[config.mk]
export PLATFORM = sky130hd
export DESIGN_NAME = pixel_block_readout
export DESIGN_NICKNAME = d
export VERILOG_FILES = /design/src/design/lib_arbiter_pkg.sv /design/src/design/priority_arb.sv /design/src/design/row_arbiter.sv /design/src/design/pixel_row.sv /design/src/design/readout_encoder.sv /design/src/design/pixel_block_readout.sv
export SDC_FILE = /design/constraint.sdc
export NUM_CORES = 1
export LEC_CHECK = 0
export ABC_AREA = 1
export ABC_CLOCK_PERIOD_IN_PS = 2900
export CAP_MARGIN = 20
export CORE_ASPECT_RATIO = 0.9
export CORE_MARGIN = 4
export CORE_UTILIZATION = 51
export CTS_BUF_LIST = sky130_fd_sc_hd__clkbuf_16
export CTS_CLUSTER_DIAMETER = 80
export DETAILED_ROUTE_END_ITERATION = 16
export DONT_BUFFER_PORTS = 1
export PLACE_DENSITY_LB_ADDON = 0.12
export SYNTH_ARGS = -nofsm -noshare
export SYNTH_HDL_FRONTEND = slang
export SYNTH_HIERARCHICAL = 1
export SYNTH_SLANG_ARGS = --single-unit
[constraint.sdc]
create_clock -name clk_i -period 2.9 [get_ports clk_i]
set_clock_uncertainty 0.2 [all_clocks]
set_input_delay 0.145 -clock clk_i [delete_from_list [all_inputs] [get_ports clk_i]]
set_output_delay 0.145 -clock clk_i [all_outputs]
set_load 0.02 [all_outputs]
[src/design/lib_arbiter_pkg.sv]
// Pixel block sizes, address widths, vector typedefs and the readout event struct
package lib_arbiter_pkg;

    // Block geometry
    localparam int ROWS = 8;
    localparam int COLS = 8;

    // Address widths, log2 of the geometry
    localparam int ROW_ADD = 3;
    localparam int COL_ADD = 3;

    // One bit per row
    // Used for row requests and row grants
    typedef logic [ROWS-1:0] row_vec_t;

    // One bit per column
    // Used for hits, pending flags and clear strobes of one row
    typedef logic [COLS-1:0] col_vec_t;

    // Encoded row index
    typedef logic [ROW_ADD-1:0] row_addr_t;

    // Encoded column index
    typedef logic [COL_ADD-1:0] col_addr_t;

    // One read-out pixel
    // Row address sits in the upper bits
    typedef struct packed {
        row_addr_t row_add;
        col_addr_t col_add;
    } pixel_event_t;

    // Whole block, one col_vec_t per row
    // Index ROWS-1 is the top slice
    typedef col_vec_t [ROWS-1:0] hit_array_t;

endpackage

[src/design/priority_arb.sv]
// Combinational fixed-priority arbiter with a one-hot grant
`timescale 1ns/1ps

module priority_arb
#(
    // Rows by default, columns when used in the encoder
    parameter int WIDTH = lib_arbiter_pkg::ROWS
)
(
    input  logic [WIDTH-1:0] req_i,
    output logic [WIDTH-1:0] gnt_o
);

    // Two's complement of the requests
    // Only the lowest set bit survives the AND
    logic [WIDTH-1:0] req_neg;

    assign req_neg = ~req_i + WIDTH'(1);

    // Lowest index wins
    // No requests gives an all-zero grant
    assign gnt_o = req_i & req_neg;

endmodule

[src/design/row_arbiter.sv]
// Round-robin row arbiter with a registered one-hot grant and its encoded row index
`timescale 1ns/1ps

module row_arbiter
(
    input  logic                       clk_i,
    input  logic                       reset_i,
    input  logic                       enable_i,
    input  lib_arbiter_pkg::row_vec_t  req_i,
    output lib_arbiter_pkg::row_vec_t  gnt_o,
    output lib_arbiter_pkg::row_addr_t x_add_o
);

    // Rows still eligible in the current round
    lib_arbiter_pkg::row_vec_t mask_ff;
    lib_arbiter_pkg::row_vec_t nxt_mask;

    // Requests above the last winner
    lib_arbiter_pkg::row_vec_t mask_req;

    // Winners of the two fixed-priority stages
    lib_arbiter_pkg::row_vec_t mask_gnt;
    lib_arbiter_pkg::row_vec_t raw_gnt;

    // Grant to be registered at the next enabled edge
    lib_arbiter_pkg::row_vec_t gnt_next;

    // One-hot to index
    // Grant is one-hot so OR of the matching indices is enough
    function automatic lib_arbiter_pkg::row_addr_t encode_row(
        input lib_arbiter_pkg::row_vec_t onehot
    );
        lib_arbiter_pkg::row_addr_t idx;
        idx = '0;
        for (int i = 0; i < lib_arbiter_pkg::ROWS; i++)
        begin
            if (onehot[i])
            begin
                idx = idx | lib_arbiter_pkg::row_addr_t'(i);
            end
        end
        return idx;
    endfunction

    assign mask_req = req_i & mask_ff;

    // Stage on the masked requests
    priority_arb #(
        .WIDTH (lib_arbiter_pkg::ROWS)
    ) masked_arb_i (
        .req_i (mask_req),
        .gnt_o (mask_gnt)
    );

    // Stage on the raw requests, used once the round wraps
    priority_arb #(
        .WIDTH (lib_arbiter_pkg::ROWS)
    ) raw_arb_i (
        .req_i (req_i),
        .gnt_o (raw_gnt)
    );

    // Masked winner first, raw winner starts a new round
    assign gnt_next = (|mask_req) ? mask_gnt : raw_gnt;

    // Keep only the bits strictly above the winner
    // No winner gives an all-zero mask
    // Raw stage then picks the lowest requesting row
    assign nxt_mask = ~((gnt_next << 1) - lib_arbiter_pkg::row_vec_t'(1));

    always_ff @(posedge clk_i or posedge reset_i)
    begin
        if (reset_i)
        begin
            mask_ff <= '1;
            gnt_o   <= '0;
        end
        else if (enable_i)
        begin
            mask_ff <= nxt_mask;
            gnt_o   <= gnt_next;
        end
    end

    // Index of the held grant, 0 when nothing is granted
    assign x_add_o = encode_row(gnt_o);

endmodule

[src/design/pixel_row.sv]
// One row of pixel pending flags with hit set, readout clear and a row request
`timescale 1ns/1ps

module pixel_row
(
    input  logic                      clk_i,
    input  logic                      reset_i,
    input  lib_arbiter_pkg::col_vec_t hit_i,
    input  lib_arbiter_pkg::col_vec_t clear_i,
    output lib_arbiter_pkg::col_vec_t pending_o,
    output logic                      req_o
);

    // Pending flag per pixel
    lib_arbiter_pkg::col_vec_t pending_q;
    lib_arbiter_pkg::col_vec_t pending_d;

    // Clear first, then set
    // A hit in the clear cycle keeps the pixel pending
    // Repeated hits on a pending pixel merge into one flag
    assign pending_d = (pending_q & ~clear_i) | hit_i;

    always_ff @(posedge clk_i or posedge reset_i)
    begin
        if (reset_i)
        begin
            pending_q <= '0;
        end
        else
        begin
            pending_q <= pending_d;
        end
    end

    assign pending_o = pending_q;

    // Row asks for readout while any pixel waits
    assign req_o = |pending_q;

endmodule

[src/design/readout_encoder.sv]
// Readout encoder picking the lowest pending column of the granted row and clearing it
`timescale 1ns/1ps

module readout_encoder
(
    input  logic                          clk_i,
    input  logic                          reset_i,
    input  logic                          enable_i,
    input  lib_arbiter_pkg::row_vec_t     gnt_i,
    input  lib_arbiter_pkg::row_addr_t    row_add_i,
    input  lib_arbiter_pkg::hit_array_t   pending_i,
    output lib_arbiter_pkg::pixel_event_t event_o,
    output logic                          event_valid_o,
    output lib_arbiter_pkg::hit_array_t   clear_o
);

    // Pending vector of the granted row
    lib_arbiter_pkg::col_vec_t sel_pending;

    // One-hot winning column and its index
    lib_arbiter_pkg::col_vec_t  col_gnt;
    lib_arbiter_pkg::col_addr_t col_add;

    // An event goes out at this edge
    logic fire;

    // Column one-hot to index
    function automatic lib_arbiter_pkg::col_addr_t encode_col(
        input lib_arbiter_pkg::col_vec_t onehot
    );
        lib_arbiter_pkg::col_addr_t idx;
        idx = '0;
        for (int i = 0; i < lib_arbiter_pkg::COLS; i++)
        begin
            if (onehot[i])
            begin
                idx = idx | lib_arbiter_pkg::col_addr_t'(i);
            end
        end
        return idx;
    endfunction

    // No grant held means no row is selected
    assign sel_pending = (|gnt_i) ? pending_i[row_add_i] : '0;

    // Fixed priority over columns
    priority_arb #(
        .WIDTH (lib_arbiter_pkg::COLS)
    ) col_arb_i (
        .req_i (sel_pending),
        .gnt_o (col_gnt)
    );

    assign col_add = encode_col(col_gnt);

    // Granted row may have emptied already
    assign fire = enable_i & (|sel_pending);

    // Clear strobe lands on the same edge that registers the event
    always_comb
    begin
        for (int r = 0; r < lib_arbiter_pkg::ROWS; r++)
        begin
            clear_o[r] = (fire && gnt_i[r]) ? col_gnt : '0;
        end
    end

    // Event payload, held between events
    always_ff @(posedge clk_i)
    begin
        if (fire)
        begin
            event_o.row_add <= row_add_i;
            event_o.col_add <= col_add;
        end
    end

    // One valid strobe per emitted event
    always_ff @(posedge clk_i or posedge reset_i)
    begin
        if (reset_i)
        begin
            event_valid_o <= 1'b0;
        end
        else
        begin
            event_valid_o <= fire;
        end
    end

endmodule

[src/design/pixel_block_readout.sv]
// Top level of the pixel block with its rows, the row arbiter and the readout encoder
`timescale 1ns/1ps

module pixel_block_readout
(
    input  logic                          clk_i,
    input  logic                          reset_i,
    input  logic                          readout_en_i,
    input  lib_arbiter_pkg::hit_array_t   hit_i,
    output lib_arbiter_pkg::pixel_event_t event_o,
    output logic                          event_valid_o
);

    // Pending flags of every row, toward the encoder
    lib_arbiter_pkg::hit_array_t pending;

    // Clear strobes from the encoder, one vector per row
    lib_arbiter_pkg::hit_array_t clear;

    // Row requests and the held row grant
    lib_arbiter_pkg::row_vec_t  row_req;
    lib_arbiter_pkg::row_vec_t  row_gnt;
    lib_arbiter_pkg::row_addr_t row_add;

    // One pixel_row per row of the block
    for (genvar r = 0; r < lib_arbiter_pkg::ROWS; r++)
    begin : g_row
        pixel_row row_i (
            .clk_i     (clk_i),
            .reset_i   (reset_i),
            .hit_i     (hit_i[r]),
            .clear_i   (clear[r]),
            .pending_o (pending[r]),
            .req_o     (row_req[r])
        );
    end

    // Arbitration stalls together with readout
    row_arbiter row_arb_i (
        .clk_i    (clk_i),
        .reset_i  (reset_i),
        .enable_i (readout_en_i),
        .req_i    (row_req),
        .gnt_o    (row_gnt),
        .x_add_o  (row_add)
    );

    readout_encoder enc_i (
        .clk_i         (clk_i),
        .reset_i       (reset_i),
        .enable_i      (readout_en_i),
        .gnt_i         (row_gnt),
        .row_add_i     (row_add),
        .pending_i     (pending),
        .event_o       (event_o),
        .event_valid_o (event_valid_o),
        .clear_o       (clear)
    );

endmodule

==> results of run 1 <==
cell usage in the layout (no fill, tap or decap), types with 2 or more instances in the layout:
cell type and n:
a21oi_1 2, buf_4 20, clkbuf_16 11, clkinv_1 4, clkinv_2 3, clkinvlp_4 2
dfrtp_1 72, dfstp_2 8, dlygate4sd3_1 66, edfxtp_1 6, inv_1 155, inv_2 3
nand2_1 173, nand2_2 13, nand2_4 6, nand3_1 51, nand3_2 5, nand3_4 9
nand3b_1 2, nand4_1 2, nor2_1 123, nor2_2 7, nor2_4 2, nor2_8 2
nor3_1 3, o21ai_0 4, o21ai_1 4, o21bai_1 66
report_power, final:
group	internal, mW	total [mW]	switching [mW]
logic	0.891	2.64	1.75
registers	1.45	1.61	0.160
clock network	0.619	1.08	0.464
sequential cells by signal (all words and copies together), names as in the netlist:
register               count
g_row.row_i/pending_o     64
row_arb_i/gnt_o            8
row_arb_i/mask_ff          8
enc_i/event_valid_o        1
enc_i/event_o              6
what timing repair did:
| action | 4_1_cts | 5_1_grt |
|---|---|---|
| gates resized for setup | 1 | 11 |
| hold buffers | 66 | 0 |
| hold endpoints to repair | 156 | 0 |
| setup buffers | 0 | 5 |
| endpoints found under the setup margin | 9 | 53 |
cell type report:
type	instances	area, sq um
Clock buffer	10	250
Clock inverter	6	26.3
Fill cell	898	3680
Inverter	163	638
Multi-Input combinational cell	483	2510
Sequential cell	87	2220
Tap cell	129	161
Timing Repair Buffer	88	851
critical path, delay by kind of cell, from the launching register on:
kind                   cells  cell delay, ns
AND/OR/NAND/NOR            8            1.05
AO/OA/AOI/OAI              1            0.10
flip-flops                 1            0.41
buffers and inverters      5            0.82
cells by family after synthesis:
logic type,share of synthesized area [%]
adder cells (fa/ha/maj),0.229
buffers and inverters,13.7
AO/OA/AOI/OAI,10.9
flip-flops,40.5
AND/OR/NAND/NOR,34.6
routing by layer:
| metal | part of all wire (%) | wire length, um | GRT usage [%] | up-vias |
|---|---|---|---|---|
| met1 | 46 | 7260 | 37.2 | 2314 |
| met5 | 0 | 0 | 0 | - |
| met3 | 6.8 | 1080 | 6.26 | 27 |
| met2 | 45 | 7040 | 40.7 | 181 |
| li1 | - | - | - | 2424 |
| met4 | 2.5 | 388 | 8.52 | 0 |
how the worst max path moves through the flow:
stage / slack, ns / startpoint / end
2_1_floorplan: 0.38 / row_arb_i/gnt_o[7]$_DFFE_PP0P_ / enc_i/event_o[0]$_SDFFCE_PP1P_
3_3_place_gp: 0.09 / row_arb_i/gnt_o[1]$_DFFE_PP0P_ / g_row[4].row_i/pending_o[7]$_DFF_PP0_
3_5_place_dp: -0.002 / row_arb_i/gnt_o[1]$_DFFE_PP0P_ / g_row[2].row_i/pending_o[7]$_DFF_PP0_
4_1_cts: 0.04 / row_arb_i/gnt_o[1]$_DFFE_PP0P_ / g_row[2].row_i/pending_o[5]$_DFF_PP0_
5_1_grt: 0.0005 / row_arb_i/gnt_o[1]$_DFFE_PP0P_ / g_row[3].row_i/pending_o[3]$_DFF_PP0_
6_report: 0.20 / row_arb_i/gnt_o[3]$_DFFE_PP0P_ / g_row[6].row_i/pending_o[6]$_DFF_PP0_
==> qor.csv, run 1 <==
metric,value,unit
start_util,52.9,%
fin_tns_setup,0,ns
grt.total_usage,26.6,%
p_per_area,802,nW/um^2
grt_pass1_vias,4918,
nNetsFinal,900,
dpl.hpwl,11400,um
final_area,6650,sq um
ys_seq_area_share,40.5,%
rsz0062_at_grt,no,
r2r-end,g_row[6].row_i/pending_o[6]$_DFF_PP0_,
cp-start-kind,register,
vias,4946,
dp_cells,878,
timing.fmax,0.370,GHz
status,finished clean,
post_dp_cell_area,5620,sq um
clock_path_buffers,2,
syn_nets,819,
drv_slew,0,
async_reset_ff_share,93.1,%
first_pass_iters,4,
finalWorstSetupSlack,0.200,ns
r2r_start,row_arb_i/gnt_o[3]$_DFFE_PP0P_,
cp_cell_sequence,"inv_1, nand3_1, clkinvlp_4, buf_4, nand2_1, nand3_1, nand3_1, inv_1, nor2_2, nand3_2, nor2_1, inv_2, nor2_1, o21bai_1",
hold_depth,3,
synthTopCellsByCount,"173 x nand2_1, 155 x inv_1, 123 x nor2_1",
diodes,0,
cts_root_buffer,clkbuf_16,
ys_seq_elements,87,
rows,35,
drive_above_1_share,11.7,%
hold_slack,0.0457,ns
syn_area,5470,sq um
cts.sinks,87,
grt_start_max_net_pins,33,
post-route-util,64.4,%
leakagePower,3.82,nW
final_hold_viol_count,0,
grt_antenna_before_repair,0,
path_max_fanout,8,
syn2layout_area_growth,21.7,%
worst_setup_path_end_kind,register,
grt_pass1_wl,25300,um
synthFlopType,dfrtp_1,
clk_pin_slew,0.06,ns
wl,15800,um
via_per_inst,5.12,
grt.overflow.total,0,
min_to,row_arb_i/mask_ff[1]$_DFFE_PP1P_,
h-tree-depth,3,
synthTopCellsByArea,"dfrtp_1 33%, nand2_1 12%, inv_1 11%, o21bai_1 9.1%, nor2_1 8.4%",
chipHeight,106,um
worst_path_max_delay_cell,dfrtp_1,
hold_class,input port to register,
clk-insertion-delay-late,0.33,ns
cp.arrival,2.72,ns
num_io_pins,74,
netlist_instances,751,
core_region_area,10300,sq um
synth_cell_types,36,
cts_tree,done,
dieArea,12400,sq um
post-place-ws,-0.00211,ns
gp_congestion,0.889,
max-slew-margin-rel,55.9,%
numCtsBuffers,9,
post-synth-top-count-cell,nand2_1,
synth_edf_count,6,
final_antenna_net_count,0,
cap_violations,0,
ys_warn_count,6,
worstHoldStart,readout_en_i,
vdd_drop_max,0.432,mV
critPathRequiredTime,2.92,ns
worst_path_most_repeated_cell,nand3_1,
critPathMaxStageDelay,0.41,ns
min_period,2.70,ns
drc,0,
port-buffer-count,0,
post_drt_wl_per_cell,16.3,um
layoutNonFillerInstCount,966,
synth_top_area_share,33.4,%
setup.worst_path.class,register to register,
drt_iter0_markers,505,
worstMarginPinSlew,0.659,ns
syn_area_per_cell,7.28,sq um
synth_top_area_cell,dfrtp_1,
r2r_slack,0.20,ns
period_share,93.1,%
setup_violations,0,
p_total,5.34,mW
die_w,117,um
reg2reg_depth,14,
Power figures use the tool's default switching activity.
==> run 2: changes to the inputs <==
--- a/config.mk
+++ b/config.mk
@@ -15,7 +15,7 @@
 export CTS_CLUSTER_DIAMETER = 80
 export DETAILED_ROUTE_END_ITERATION = 16
 export DONT_BUFFER_PORTS = 1
-export PLACE_DENSITY_LB_ADDON = 0.12
+export PLACE_DENSITY = 0.66
 export SYNTH_ARGS = -nofsm -noshare
 export SYNTH_HDL_FRONTEND = slang
 export SYNTH_HIERARCHICAL = 1
==> qor.csv, run 2 (synthesis results as in run 1) <==
metric,value,unit,change
status,finished clean,,
largest_register_ffs,64,,unchanged
hold_depth,3,,unchanged
wl,15700,um,-0.60%
period_share,92.4,%,-0.68 points
h-tree-depth,3,,unchanged
port-buffer-count,0,,unchanged
setup.worst_path.class,register to register,,
reg2reg_depth,16,,+2
setup_violations,0,,unchanged
worstMarginPinSlew,0.647,ns,-0.0119 ns
critPathRequiredTime,2.92,ns,about the same
grt_pass1_wl,24800,um,-2.3%
final_cell_mix,"173 x nand2_1, 155 x inv_1, 121 x nor2_1, 73 x dfrtp_1, 67 x dlygate4sd3_1",,
cp.arrival,2.70,ns,-0.02 ns
clock_path_buffers,2,,unchanged
use_met2,41.4,%,+0.73 points
grt.busiest_layer,met2,,
grt_start_max_net_pins,24,,-27%
dieArea,12400,sq um,unchanged
crit_end,g_row[2].row_i/pending_o[7]$_DFF_PP0_,,
gp_congestion,0.902,,+1.4%
clk_pin_slew,0.06,ns,about the same
p_total,5.21,mW,-2.3%
rows,35,,unchanged
die_w,117,um,unchanged
max-slew-margin-rel,56.8,%,+0.89 points
r2r_start,row_arb_i/gnt_o[7]$_DFFE_PP0P_,,
final_antenna_net_count,0,,unchanged
chipHeight,106,um,unchanged
drv_slew,0,,unchanged
diodes,0,,unchanged
fin_tns_setup,0,ns,unchanged
cts.sinks,87,,unchanged
post_drt_wl_per_cell,16.3,um,-0.40%
grtUsageMet3,5.18,%,-1.1 points
dpl.hpwl,11500,um,+0.51%
leakagePower,3.80,nW,-0.56%
core_region_area,10300,sq um,unchanged
worst_setup_path_end_kind,register,,
grt.total_usage,26.1,%,-0.53 points
p_per_area,786,nW/um^2,-2.0%
critPathLaunch,row_arb_i/gnt_o[7]$_DFFE_PP0P_,,
r2r-end,g_row[2].row_i/pending_o[7]$_DFF_PP0_,,
final_hold_viol_count,0,,unchanged
grt.overflow.total,0,,unchanged
syn2layout_area_growth,21.3,%,
hold_class,input port to register,,
cts_root_buffer,clkbuf_16,,
cts_tree,done,,
clk-insertion-delay-late,0.34,ns,about the same
r2r_slack,0.22,ns,+0.02 ns
via_per_inst,5.09,,-0.66%
drc,0,,unchanged
drt_iter0_markers,501,,-0.79%
vdd_drop_max,0.510,mV,+18%
min_period,2.68,ns,-0.0198 ns
first_pass_iters,7,,+3
grt_antenna_before_repair,0,,unchanged
start_util,52.9,%,unchanged
cp-start-kind,register,,
vias,4903,,-0.87%
num_io_pins,74,,unchanged
cap_violations,0,,unchanged
use_met1,35.5,%,-1.7 points
nNetsFinal,899,,-0.11%
drive_above_1_share,11.4,%,-0.33 points
grt_pass1_vias,4934,,+0.33%
numCtsBuffers,9,,unchanged
timing.fmax,0.373,GHz,+0.74%
path_max_fanout,17,,+9
mostFrequentLayoutCell,nand2_1,,
run 2: cell type report:
cell class | instances | area (sq um)
fillers | 923 | 3700
multi-input cells | 483 | 2520
flip-flops and latches | 87 | 2220
repair buffers | 85 | 835
inverters | 163 | 624
clock buffers | 9 | 225
well taps | 129 | 161
clock inverters | 6 | 30.0
repair inverters | 2 | 12.5
run 2: timing repair:
item                                    in CTS  in global routing
hold buffers                                68                  0
endpoints found under the hold margin      156                  0
buffers inserted                             0                  1
endpoints found under the setup margin       0                 35
gates resized for setup                      0                 13
run 2: per-stage QoR:
stage / setup slack (ns) / cells / cell area [sq um] / hold slack (ns) / utilization (%)
floorplan: 0.377 / 751 / 5470 / -0.326 / -
global placement: 0.134 / 878 / 5620 / -0.321 / 54.3
detailed placement: 0.0576 / 878 / 5620 / -0.315 / 54.3
CTS: 0.0540 / 961 / 6560 / 0.0577 / 63.5
global route: -0.00528 / 964 / 6630 / 0.138 / 64.2
finish: 0.220 / 964 / 6630 / 0.0686 / 64.2
run 2: worst max-delay path: stages (launching register included):
cell and delay [ns]:
dfrtp_1 0.42, inv_1 0.17, nand3_4 0.14, buf_6 0.18
nor2_1 0.11, nor2_1 0.04, o21ai_1 0.08, nand3_1 0.09
nand3_1 0.10, inv_1 0.10, nor2_2 0.15, nand3_2 0.13
nor2_4 0.20, buf_12 0.12, clkinvlp_4 0.13, nor2_1 0.12
o21bai_1 0.08
run 2: worst min path at each step:
stage / from / endpoint
3_3_place_gp: reset_i / enc_i/event_valid_o$_DFF_PP0_
6_report: readout_en_i / row_arb_i/mask_ff[3]$_DFFE_PP1P_
4_1_cts: readout_en_i / row_arb_i/mask_ff[3]$_DFFE_PP1P_
2_1_floorplan: reset_i / enc_i/event_valid_o$_DFF_PP0_
5_1_grt: readout_en_i / row_arb_i/mask_ff[2]$_DFFE_PP1P_
3_5_place_dp: reset_i / enc_i/event_valid_o$_DFF_PP0_
run 2: layer usage:
layer | up-vias | share of wire (%)
met1 | 2286 | 45
met4 | 0 | 2.3
met3 | 32 | 5.8
met5 | - | 0
met2 | 161 | 47
li1 | 2424 | -
run 2: power breakdown:
group	switching [mW]	internal, mW
Sequential	0.169	1.45
Clock	0.452	0.564
Combinational	1.74	0.836
==> run 3: changes to the inputs <==
--- a/config.mk
+++ b/config.mk
@@ -8,14 +8,16 @@
 export ABC_AREA = 1
 export ABC_CLOCK_PERIOD_IN_PS = 2900
 export CAP_MARGIN = 20
+export CELL_PAD_IN_SITES_DETAIL_PLACEMENT = 1
+export CELL_PAD_IN_SITES_GLOBAL_PLACEMENT = 1
 export CORE_ASPECT_RATIO = 0.9
 export CORE_MARGIN = 4
-export CORE_UTILIZATION = 51
+export CORE_UTILIZATION = 47
 export CTS_BUF_LIST = sky130_fd_sc_hd__clkbuf_16
 export CTS_CLUSTER_DIAMETER = 80
 export DETAILED_ROUTE_END_ITERATION = 16
 export DONT_BUFFER_PORTS = 1
-export PLACE_DENSITY = 0.66
+export PLACE_DENSITY_LB_ADDON = 0.1
 export SYNTH_ARGS = -nofsm -noshare
 export SYNTH_HDL_FRONTEND = slang
 export SYNTH_HIERARCHICAL = 1
==> qor.csv, run 3 (synthesis results as in run 1) <==
metric,value,unit,change
status,finished clean,,
routed-wl-met3,816,um,-9.6%
first_pass_iters,5,,-2
hold_class,input port to register,,
post_dp_cell_area,5670,sq um,+0.96%
grt.total_usage,29.2,%,+3.1 points
core_region_area,11400,sq um,+10%
min_period,2.67,ns,-0.00498 ns
worst_path_max_delay_cell,dfrtp_1,,
clock_path_buffers,2,,unchanged
num_io_pins,74,,unchanged
power_frac_comb,51.3,%,+1.9 points
power.switching,2.50,mW,+6.0%
vias,5075,,+3.5%
chipHeight,110,um,+3.9%
finalWorstSetupSlack,0.225,ns,+0.00498 ns
wl,18700,um,+19%
final_antenna_net_count,0,,unchanged
critPathMaxStageDelay,0.38,ns,-0.04 ns
rsz0062_at_grt,no,,
clk-insertion-delay-late,0.35,ns,about the same
gp_congestion,0.935,,+3.7%
cts.sinks,87,,unchanged
swShare,46.1,%,+0.80 points
cp.arrival,2.70,ns,about the same
wl_met1,8220,um,+16%
cpLargestDelayFamily,simple AND/OR/NAND/NOR gates,,
seqPwrFrac,29.8,%,-1.3 points
mostFrequentLayoutCell,nand2_1,,
cp_cell_sequence,"inv_1, nand3_2, bufinv_16, nand2_1, nand3_1, nand3_1, nand3_1, inv_1, nor2_2, nand3_2, nor2_1, clkinv_2, nor2_1, o21bai_1",,
dieArea,13400,sq um,+7.9%
fin_tns_setup,0,ns,unchanged
worst_setup_path_end_kind,register,,
port-buffer-count,0,,unchanged
worstMarginPinSlew,0.713,ns,+0.0658 ns
drt_iter0_markers,312,,-38%
rows,37,,+5.7%
final_hold_viol_count,0,,unchanged
p_int,2.93,mW,+2.6%
cts_tree,done,,
numCtsBuffers,9,,unchanged
wl_met2,9370,um,+28%
via_per_inst,5.11,,+0.49%
start_util,48.0,%,-4.9 points
cap_violations,0,,unchanged
top_layer_used,met4,,
path_buf_inv,4,,-1
drive_above_1_share,11.0,%,-0.39 points
cp-start-kind,register,,
leakagePower,3.80,nW,about the same
p_per_area,813,nW/um^2,+3.5%
p_clk_share,18.9,%,-0.6 points
timing.fmax,0.374,GHz,+0.19%
vdd_drop_max,0.413,mV,-19%
period_share,92.2,%,-0.17 points
setup_violations,0,,unchanged
grt.overflow.total,0,,unchanged
h-tree-depth,3,,unchanged
nNetsFinal,900,,+0.11%
syn2layout_area_growth,22.1,%,
final_cell_mix,"173 x nand2_1, 156 x inv_1, 122 x nor2_1, 73 x dfrtp_1, 67 x dlygate4sd3_1",,
worst_path_most_repeated_cell,nand3_1,,
critPathRequiredTime,2.93,ns,about the same
grt_antenna_before_repair,0,,unchanged
grt_pass1_wl,29400,um,+19%
dpl.hpwl,13200,um,+15%
setup.worst_path.class,register to register,,
die_w,122,um,+3.9%
clk_pin_slew,0.06,ns,about the same
max-slew-margin-rel,52.4,%,-4.4 points
post_drt_wl_per_cell,18.9,um,+16%
drc,0,,unchanged
largest_register_ffs,64,,unchanged
grt_pass1_vias,5570,,+13%
diodes,0,,unchanged
cts_root_buffer,clkbuf_16,,
post-place-ws,0.0302,ns,-0.0275 ns
final_area,6670,sq um,+0.66%
grt_start_max_net_pins,33,,+38%
drv_slew,0,,unchanged
path_max_fanout,32,,+15
-- run 3: cell count changes in the layout (fill, tap and decap cells not counted), moves of 2 or more --
cell | previous run | this run
buf_4 | 15 | 17
clkinv_2 | 3 | 1
clkinv_1 | 5 | 8
clkinv_4 | 2 | 0
-- run 3: area by class of cell --
type,count,area (sq um)
multi-input cells,483,2510
clock buffers,9,225
clock inverters,7,26.3
inverters,163,647
fillers,1454,4710
flip-flops and latches,87,2220
repair buffers,86,838
repair inverters,2,15.0
well taps,156,195
-- run 3: worst paths after layout --
| path | to | cells past startpoint | slack, ns | startpoint |
|---|---|---|---|---|
| worst max-delay path | g_row[3].row_i/pending_o[7]$_DFF_PP0_ | 14 | 0.23 | row_arb_i/gnt_o[7]$_DFFE_PP0P_ |
| worst min register to register | row_arb_i/mask_ff[2]$_DFFE_PP1P_ | 2 | 0.27 | row_arb_i/mask_ff[2]$_DFFE_PP1P_ |
| worst max register to register | g_row[3].row_i/pending_o[7]$_DFF_PP0_ | 14 | 0.23 | row_arb_i/gnt_o[7]$_DFFE_PP0P_ |
| min in group asynchronous | enc_i/event_valid_o$_DFF_PP0_ | 2 | 0.17 | reset_i |
| max in group asynchronous | row_arb_i/gnt_o[0]$_DFFE_PP0P_ | 2 | 1.56 | reset_i |
| worst min-delay path | row_arb_i/mask_ff[2]$_DFFE_PP1P_ | 3 | 0.06 | readout_en_i |
-- run 3: power groups by stage --
stage	clock [mW]	combinational, mW	sequential, mW
after floorplan	0	1.89	1.61
after global placement	0	2.44	1.63
after detailed placement	0	2.51	1.63
after CTS	1.04	2.61	1.61
after global routing	1.11	3.07	1.63
final	1.02	2.79	1.62
-- run 3: routing by layer --
metal  track usage, %  up-vias
li1                 -     2431
met1             36.0     2504
met2             52.1      116
met3             7.35       24
met4             6.40        0
met5                0        -
-- run 3: through the flow --
step	util (%)	hold slack, ns	power (mW)	instances
floorplan	-	-0.326	3.50	751
global placement	49.8	-0.320	4.07	906
detailed placement	49.8	-0.320	4.14	906
CTS	58.1	0.0545	5.27	990
global route	58.6	0.111	5.82	993
finish	58.6	0.0639	5.43	993
-- run 3: what timing repair did --
item                       4_1_cts  5_1_grt
pin swaps                        0        0
setup buffers                    0        1
hold buffers                    68        0
gates resized for setup          2       11
hold endpoints to repair       156        0
gates cloned                     0        2
setup endpoints to repair        2       57
-- run 3: worst min-delay path: cells and delay by family --
family | cells | cell delay, ns
AND/OR/NAND/NOR | 2 | 0.18
buffers and inverters | 1 | 0.27
